File: src/dist_net_cfg.svh
`ifndef DIST_NET_CFG_SVH
`define DIST_NET_CFG_SVH

// row size, power of two and at least 2
// the activation tree splits the row in two halves
`define DN_NUM_NODE 4

// weight and activation word width
`define DN_DATA_W 16

// accumulator width
// holds the 2*DATA_W product plus headroom for the sum
// overflow wraps
`define DN_ACC_W 40

// node id width, derived from the row size
`define DN_ID_W $clog2(`DN_NUM_NODE)

`endif

File: src/dist_net_noc_pkg.sv
`include "dist_net_cfg.svh"

package dist_net_noc_pkg;

    typedef logic [`DN_ID_W-1:0]   dn_node_id_t;   // node index
    typedef logic [`DN_DATA_W-1:0] dn_data_t;      // operand word, read as signed by the row

    // unicast view of the destination word
    // id sits in the low bits, everything above must be zero
    typedef struct packed {
        logic [`DN_NUM_NODE-`DN_ID_W-1:0] pad;
        dn_node_id_t                      id;
    } dn_uni_t;

    // one destination word, two readings
    typedef union packed {
        logic [`DN_NUM_NODE-1:0] mask;   // bit n selects node n
        dn_uni_t                 uni;    // single target
    } dn_dest_u;

    // weight chain flit, dest travels with data
    typedef struct packed {
        logic        valid;
        dn_node_id_t dest;
        dn_data_t    data;
    } dn_wgt_flit_t;

    // activation tree flit
    typedef struct packed {
        logic     valid;
        logic     mcast;   // 1 = mask view
        dn_dest_u dest;
        dn_data_t data;
    } dn_act_flit_t;

    // per node delivery strobe, both networks
    typedef struct packed {
        logic     valid;
        dn_data_t data;
    } dn_deliv_t;

endpackage

File: src/dist_net_pe_pkg.sv
`include "dist_net_cfg.svh"

package dist_net_pe_pkg;

    // running sum per node, signed
    // wraps on overflow
    typedef logic signed [`DN_ACC_W-1:0] dn_acc_t;

    // one result strobe per node
    // sum is only meaningful with valid high
    typedef struct packed {
        logic    valid;   // one cycle per delivered activation
        dn_acc_t sum;     // accumulator after the update
    } dn_result_t;

endpackage

File: src/dist_net_act_tree.sv
`include "dist_net_cfg.svh"

// registered activation tree, root -> two branches -> one leaf per node
// unicast and multicast share the same path, only the mask decode differs
module dist_net_act_tree (
    input  logic                                           clk,
    input  logic                                           rst_n,
    input  logic                                           i_en,     // 0 flushes all levels
    input  dist_net_noc_pkg::dn_act_flit_t                 i_act,
    output dist_net_noc_pkg::dn_deliv_t [`DN_NUM_NODE-1:0] o_deliv
);
    import dist_net_noc_pkg::*;

    localparam int NN = `DN_NUM_NODE;
    localparam int HN = NN / 2;   // nodes under each branch

    typedef struct packed {
        logic          valid;
        logic [NN-1:0] mask;   // full row
        dn_data_t      data;
    } root_t;

    typedef struct packed {
        logic          valid;
        logic [HN-1:0] mask;   // own half only
        dn_data_t      data;
    } branch_t;

    logic [NN-1:0]         dec_mask;   // decoded destination
    root_t                 root_q;
    branch_t   [1:0]       br_q;
    dn_deliv_t [NN-1:0]    leaf_q;

    // union decode, mask view or one-hot from the id view
    always_comb
    begin
        dec_mask = '0;
        if (i_act.mcast)
            dec_mask = i_act.dest.mask;
        else
            dec_mask[i_act.dest.uni.id] = 1'b1;
    end

    always_ff @(posedge clk or negedge rst_n)
    begin
        if (!rst_n)
        begin
            root_q <= '0;
        end
        else if (!i_en)
        begin
            root_q <= '0;
        end
        else
        begin
            root_q.valid <= i_act.valid;
            root_q.mask  <= dec_mask;
            root_q.data  <= i_act.data;
        end
    end

    genvar b, n;
    generate
        for (b = 0; b < 2; b++)
        begin : g_branch
            always_ff @(posedge clk or negedge rst_n)
            begin
                if (!rst_n)
                begin
                    br_q[b] <= '0;
                end
                else if (!i_en)
                begin
                    br_q[b] <= '0;
                end
                else
                begin
                    // branch only wakes if some node below it is selected
                    br_q[b].valid <= root_q.valid & (|root_q.mask[b*HN +: HN]);
                    br_q[b].mask  <= root_q.mask[b*HN +: HN];
                    br_q[b].data  <= root_q.data;
                end
            end
        end

        for (n = 0; n < NN; n++)
        begin : g_leaf
            always_ff @(posedge clk or negedge rst_n)
            begin
                if (!rst_n)
                begin
                    leaf_q[n] <= '0;
                end
                else if (!i_en)
                begin
                    leaf_q[n] <= '0;
                end
                else
                begin
                    leaf_q[n].valid <= br_q[n/HN].valid & br_q[n/HN].mask[n%HN];
                    leaf_q[n].data  <= br_q[n/HN].data;
                end
            end
        end
    endgenerate

    assign o_deliv = leaf_q;   // three edges after entry

    // unicast id must not alias into the pad bits
    a_uni_pad: assert property (@(posedge clk) disable iff (!rst_n)
        (i_act.valid && !i_act.mcast) |-> (i_act.dest.uni.pad == '0));

    // an empty multicast would vanish silently
    a_mcast_nz: assert property (@(posedge clk) disable iff (!rst_n)
        (i_act.valid && i_act.mcast) |-> (|i_act.dest.mask));

endmodule

File: src/dist_net_pe_row.sv
`include "dist_net_cfg.svh"

// processing row with one weight register and one accumulator per node
module dist_net_pe_row (
    input  logic                                            clk,
    input  logic                                            rst_n,
    input  logic                                            i_clear,   // zero all sums
    input  dist_net_noc_pkg::dn_deliv_t  [`DN_NUM_NODE-1:0] i_wgt,     // from weight chain
    input  dist_net_noc_pkg::dn_deliv_t  [`DN_NUM_NODE-1:0] i_act,     // from activation tree
    output dist_net_pe_pkg::dn_result_t  [`DN_NUM_NODE-1:0] o_result
);
    import dist_net_noc_pkg::*;
    import dist_net_pe_pkg::*;

    localparam int NN = `DN_NUM_NODE;
    localparam int DW = `DN_DATA_W;

    logic [NN-1:0] act_vld;   // gathered for the usage check

    genvar g;
    generate
        for (g = 0; g < NN; g++)
        begin : g_node
            dn_data_t                wgt_q;       // last delivered weight
            dn_acc_t                 acc_q;
            logic                    res_vld_q;
            logic signed [2*DW-1:0]  prod;

            assign act_vld[g] = i_act[g].valid;

            // product uses the weight held before this edge
            assign prod = (2*DW)'($signed(i_act[g].data)) * (2*DW)'($signed(wgt_q));

            always_ff @(posedge clk or negedge rst_n)
            begin
                if (!rst_n)
                    wgt_q <= '0;
                else if (i_wgt[g].valid)
                    wgt_q <= i_wgt[g].data;   // takes effect next edge
            end

            always_ff @(posedge clk or negedge rst_n)
            begin
                if (!rst_n)
                begin
                    acc_q     <= '0;
                    res_vld_q <= 1'b0;
                end
                else
                begin
                    res_vld_q <= i_act[g].valid & ~i_clear;
                    if (i_clear)
                        acc_q <= '0;   // clear wins
                    else if (i_act[g].valid)
                        acc_q <= acc_q + dn_acc_t'(prod);   // sign extended product
                end
            end

            // sum is the freshly updated accumulator
            assign o_result[g].valid = res_vld_q;
            assign o_result[g].sum   = acc_q;
        end
    endgenerate

    // clear must not land on a live activation
    a_clear_act: assert property (@(posedge clk) disable iff (!rst_n)
        !(i_clear && (|act_vld)));

endmodule

File: src/dist_net_top.sv
`include "dist_net_cfg.svh"

// operand distribution front end, weight chain and activation tree
// feeding one processing row
module dist_net_top (
    input  logic                                           clk,
    input  logic                                           rst_n,
    input  logic                                           i_en,      // network enable level
    input  dist_net_noc_pkg::dn_wgt_flit_t                 i_wgt,
    input  dist_net_noc_pkg::dn_act_flit_t                 i_act,
    input  logic                                           i_clear,   // one cycle pulse
    output dist_net_pe_pkg::dn_result_t [`DN_NUM_NODE-1:0] o_result
);
    import dist_net_noc_pkg::*;

    dn_deliv_t [`DN_NUM_NODE-1:0] w_deliv;   // weight per node
    dn_deliv_t [`DN_NUM_NODE-1:0] a_deliv;   // activation per node

    dist_net_wgt_chain u_wgt_chain (
        .clk     (clk),
        .rst_n   (rst_n),
        .i_en    (i_en),
        .i_wgt   (i_wgt),
        .o_deliv (w_deliv)
    );

    dist_net_act_tree u_act_tree (
        .clk     (clk),
        .rst_n   (rst_n),
        .i_en    (i_en),
        .i_act   (i_act),
        .o_deliv (a_deliv)
    );

    // row ignores i_en, only deliveries move it
    dist_net_pe_row u_pe_row (
        .clk      (clk),
        .rst_n    (rst_n),
        .i_clear  (i_clear),
        .i_wgt    (w_deliv),
        .i_act    (a_deliv),
        .o_result (o_result)
    );

endmodule

File: src/dist_net_wgt_chain.sv
`include "dist_net_cfg.svh"

// store and forward weight chain with one stage per node
// a flit walks down the chain until its dest matches the stage index
module dist_net_wgt_chain (
    input  logic                                           clk,
    input  logic                                           rst_n,
    input  logic                                           i_en,     // 0 flushes all stages
    input  dist_net_noc_pkg::dn_wgt_flit_t                 i_wgt,    // at most one per cycle
    output dist_net_noc_pkg::dn_deliv_t [`DN_NUM_NODE-1:0] o_deliv
);
    import dist_net_noc_pkg::*;

    localparam int NN = `DN_NUM_NODE;

    dn_wgt_flit_t [NN-1:0] stg_q;   // flit held by each stage
    dn_deliv_t    [NN-1:0] dlv_q;   // registered delivery per node
    logic         [NN-1:0] hit;     // stage flit is for this node

    genvar g;
    generate
        for (g = 0; g < NN; g++)
        begin : g_stage
            dn_wgt_flit_t stg_d;   // what this stage loads next edge

            // stage index comes from the generate constant
            assign hit[g] = stg_q[g].valid && (stg_q[g].dest == dn_node_id_t'(g));

            if (g == 0)
            begin : g_head
                assign stg_d = i_wgt;   // chain entry
            end
            else
            begin : g_link
                // predecessor keeps a flit it delivered
                assign stg_d.valid = stg_q[g-1].valid & ~hit[g-1];
                assign stg_d.dest  = stg_q[g-1].dest;
                assign stg_d.data  = stg_q[g-1].data;
            end

            always_ff @(posedge clk or negedge rst_n)
            begin
                if (!rst_n)
                begin
                    stg_q[g] <= '0;
                end
                else if (!i_en)
                begin
                    stg_q[g] <= '0;   // drop in-flight flit
                end
                else
                begin
                    stg_q[g] <= stg_d;
                end
            end

            // delivery lags the stage by one edge
            always_ff @(posedge clk or negedge rst_n)
            begin
                if (!rst_n)
                begin
                    dlv_q[g] <= '0;
                end
                else if (!i_en)
                begin
                    dlv_q[g] <= '0;
                end
                else
                begin
                    dlv_q[g].valid <= hit[g];
                    dlv_q[g].data  <= stg_q[g].data;   // payload only counts with valid
                end
            end
        end
    endgenerate

    assign o_deliv = dlv_q;

    // ids span exactly the row, so nothing can run past the tail
    a_tail_hit: assert property (@(posedge clk) disable iff (!rst_n)
        stg_q[NN-1].valid |-> (stg_q[NN-1].dest == dn_node_id_t'(NN-1)));

endmodule

File: config.mk
export PLATFORM = sky130hd
export DESIGN_NAME = dist_net_top
export DESIGN_NICKNAME = d
export VERILOG_FILES = /design/src/dist_net_noc_pkg.sv /design/src/dist_net_pe_pkg.sv /design/src/dist_net_act_tree.sv /design/src/dist_net_pe_row.sv /design/src/dist_net_top.sv /design/src/dist_net_wgt_chain.sv
export VERILOG_INCLUDE_DIRS = /design/src
export SDC_FILE = /design/constraint.sdc
export NUM_CORES = 2
export LEC_CHECK = 0
export BUFFER_PORTS_ARGS = -buffer_cell sky130_fd_sc_hd__buf_2
export CORE_MARGIN = 2
export CORE_UTILIZATION = 60
export CTS_CLUSTER_DIAMETER = 120
export DETAILED_ROUTE_END_ITERATION = 8
export PLACE_DENSITY = 0.77
export SLEW_MARGIN = 20
export SYNTH_ARGS = -nofsm -noshare
export SYNTH_HDL_FRONTEND = slang
export SYNTH_SLANG_ARGS = --single-unit
File: constraint.sdc
create_clock -name clk -period 16.6 [get_ports clk]
set_input_delay 2.49 -clock clk [delete_from_list [all_inputs] [get_ports clk]]
set_output_delay 2.49 -clock clk [all_outputs]
set_load 0.005 [all_outputs]
==> flow_metrics.py <==
metrics = {
    "status": {
        "status": "completed",
    },
    "layout": {
        "fill_cells": 8451,
        "syn_to_final_growth_pct": 6.09,
        "stdcell_area_sq_um": 67400,
        "drive_gt1_share_pct": 6.55,
        "fin_nets": 8397,
    },
    "cts": {
        "cts_tree": "yes",
        "clock_sinks": 387,
        "clk_latency_ps": 680,
        "cts_hold_buf": 0,
        "clk_pin_slew_ps": 60,
        "root_buffer": "clkbuf_16",
        "cts_buffers": 50,
        "postCtsSetupRepairBufs": 0,
        "cts.path.max_buffers": 3,
        "ctsResizeCount": 0,
        "cts_htree_levels": 2,
    },
    "global_routing": {
        "grt.total_usage_pct": 29.3,
        "grt_max_degree": 105,
        "antenna_found_initial": 4,
        "grt_pass1_wl_microns": 253000,
        "grt_pass1_vias": 49643,
        "gr-total-overflow": 0,
    },
    "setup_path": {
        "cp.required_ps": 17120,
        "cp-start-kind": "register",
        "cpMaxStageDelayCell": "buf_4",
        "max_stage_delay_ps": 630,
        "crit_family": "adder cells",
        "worstPathArrival_ps": 7950,
        "crit_top_cell": "fa_1",
        "crit_chain": "buf_4 > nand2_1 > inv_1 > fa_1 > fa_1 > inv_1 > fa_1 > inv_1 > fa_1 > fa_1 > inv_1 > fa_1 > inv_1 > ha_1 > a21o_1 > a21o_1 > a21o_1 > a211oi_1 > nor2_1 > o41ai_2 > o31a_1 > nor4_1 > a221o_1",
        "cp-end-kind": "register",
        "crit_type": "reg -> reg",
        "path_buf_inv": 6,
        "cp_max_fo": 64,
    },
    "placement": {
        "place_area_sq_um": 65600,
        "io_buffer_count": 208,
        "finalWeightedCongestion": 0.909,
        "hpwl_microns": 115000,
    },
    "logic_synthesis": {
        "postSynthAreaPerCell_sq_um": 9.71,
        "seq_area_frac_synth_pct": 15.2,
        "synth_top_cell_area_share_pct": 41.6,
        "syn_nets": 8369,
        "async_flop_share_pct": 100,
        "ys_warn_count": 0,
        "ys_ff_latch": 387,
        "yosysTopAreaCell": "fa_1",
        "netlist_area_sq_um": 63600,
        "netlist_top_cells_area": "fa_1, dfrtp_1, inv_1, ha_1, and2_1",
        "netlist_instances": 6544,
        "synth-edff-count": 0,
        "synth.most_common_cell": "inv_1",
        "ys.flop_type": "dfrtp_1",
        "synth_common_cells": "inv_1, fa_1, nand2_1",
        "synth_cell_types": 85,
    },
    "timing": {
        "fin_setup_tns_ps": 0,
        "slew_headroom_pct": 30.8,
        "final-hold-violation-count": 0,
        "drv_slew": 0,
        "finalSetupViolCount": 0,
        "tightest_slew_ps": 1040,
        "period_needed_ps": 7420,
        "fmax_mhz": 135,
        "clock_skew_ps": 39.8,
        "rsz0062_at_grt": "false",
        "finalCritPeriodShare_pct": 44.7,
    },
    "route": {
        "wl_per_cell_microns": 18.6,
        "drtIter0Drc": 2830,
        "vias_per_cell": 5.49,
        "detail-route-antenna-nets": 0,
        "via_count": 43957,
        "wirelength_microns": 149000,
        "drt_pre_antenna_iters": 6,
        "route.detailed.drc": 0,
    },
    "die": {
        "dieWidth_microns": 330,
        "core-area_sq_um": 105000,
        "die-area_sq_um": 109000,
        "start_util_pct": 60.5,
        "rows": 119,
        "die_height_microns": 330,
        "boundaryPins": 209,
    },
    "flow_run": {
        "max_cap_violations": 0,
    },
    "power": {
        "leakage_nw": 37.9,
        "p_per_area_nw_per_um2": 37.2,
        "vdd_drop_max_mv": 0.0810,
    },
    "worst_hold_path": {
        "hold_class": "reg -> reg",
    },
}
per-layer routing:
metal | vias up | global-route usage [%] | routed length, microns
met1 | 22649 | 38.1 | 59100
met5 | - | 0 | 0
li1 | 19445 | - | -
met3 | 343 | 4.08 | 9780
met4 | 0 | 10.5 | 5310
met2 | 1520 | 50.4 | 74500
cells in the final DEF (no fill, tap or decap), types with 22 or more instances in the layout:
master	n
a211oi_1	26
a21o_1	84
a21oi_1	133
and2_1	606
buf_2	205
buf_4	33
clkbuf_16	51
dfrtp_1	368
fa_1	1320
ha_1	460
inv_1	1648
mux2_2	62
mux2i_1	94
nand2_1	609
nand3_1	37
nor2_1	238
nor3_1	24
o211ai_1	22
o21ai_0	77
o21bai_1	27
xnor2_1	86
xor2_1	44
logic make-up (layout without fill, tap and decap cells):
family	after synthesis	count (layout)	share of synthesized area [%]
AO/OA/AOI/OAI	522	522	5.52
other	0	1	0
adder cells (fa/ha/maj)	1780	1780	50.6
buffers and inverters	1920	1990	11.4
AND/OR/NAND/NOR	1649	1649	12.9
flip-flops	387	387	15.2
XOR/XNOR	130	130	1.79
multiplexers	156	156	2.58
worst register-to-register path: stages (launching register included):
cell	delay (ps)
dfrtp_2	350
buf_4	630
nand2_1	340
inv_1	140
fa_1	530
fa_1	580
inv_1	180
fa_1	540
inv_1	60
fa_1	500
fa_1	500
inv_1	50
fa_1	470
inv_1	40
ha_1	350
a21o_1	190
a21o_1	170
a21o_1	180
a211oi_1	250
nor2_1	100
o41ai_2	590
o31a_1	230
nor4_1	50
a221o_1	280
sequential cells by signal, indices dropped and copies added, names as in the netlist:
| register | flops |
|---|---|
| u_pe_row.g_node.acc_q | 160 |
| u_wgt_chain.o_deliv | 68 |
| u_pe_row.g_node.wgt_q | 64 |
| u_act_tree.br_q | 22 |
| u_wgt_chain.g_stage.stg_d | 22 |
| u_act_tree.root_q | 21 |
| u_act_tree.o_deliv | 20 |
| u_wgt_chain.stg_q | 6 |
| u_pe_row.g_node.res_vld_q | 4 |
where the power goes:
| part | internal [mW] | switching (mW) | total (mW) |
|---|---|---|---|
| clock | 0.698 | 0.508 | 1.21 |
| sequential | 0.960 | 0.0379 | 0.998 |
| combinational | 0.106 | 0.196 | 0.302 |
| total | 1.76 | 0.742 | 2.51 |
per-stage QoR:
| stage | std cells | setup WS [ps] | hold slack [ps] | util (%) | total power, mW |
|---|---|---|---|---|---|
| global route | 8006 | 8820 | 461 | 64.2 | 2.61 |
| global placement | 7911 | 9380 | 436 | 62.4 | 1.30 |
| finish | 8006 | 9180 | 454 | 64.2 | 2.51 |
| floorplan | 6544 | 9830 | 422 | - | 1.20 |
| detailed placement | 7911 | 9250 | 442 | 62.4 | 1.31 |
| CTS | 8005 | 9180 | 455 | 64.1 | 2.53 |
worst paths after layout:
path / cells past startpoint / to / from / slack, ps
hold / removal: 1 / u_act_tree.o_deliv[56] / u_act_tree.br_q[5] / 450
min in group asynchronous: 1 / u_act_tree.o_deliv[53] / rst_n / 1830
setup / recovery: 23 / u_pe_row.g_node[2].acc_q[38] / u_act_tree.o_deliv[15] / 9180
max in group asynchronous: 3 / u_act_tree.o_deliv[33] / rst_n / 12750
hold reg to reg: 1 / u_act_tree.o_deliv[56] / u_act_tree.br_q[5] / 450
setup reg to reg: 23 / u_pe_row.g_node[2].acc_q[38] / u_act_tree.o_deliv[15] / 9180
cell type report:
cell class              count  area, sq um  area share, %
multi-input cells        4237        46700           69.2
flip-flops and latches    387         9710           14.4
inverters                1654         6210           9.21
well taps                1391         1740           2.58
clock buffers              61         1330           1.98
repair buffers            242         1320           1.96
clock inverters            33          463          0.686
diodes                      1         2.50        0.00371
Power figures use the tool's default switching activity.
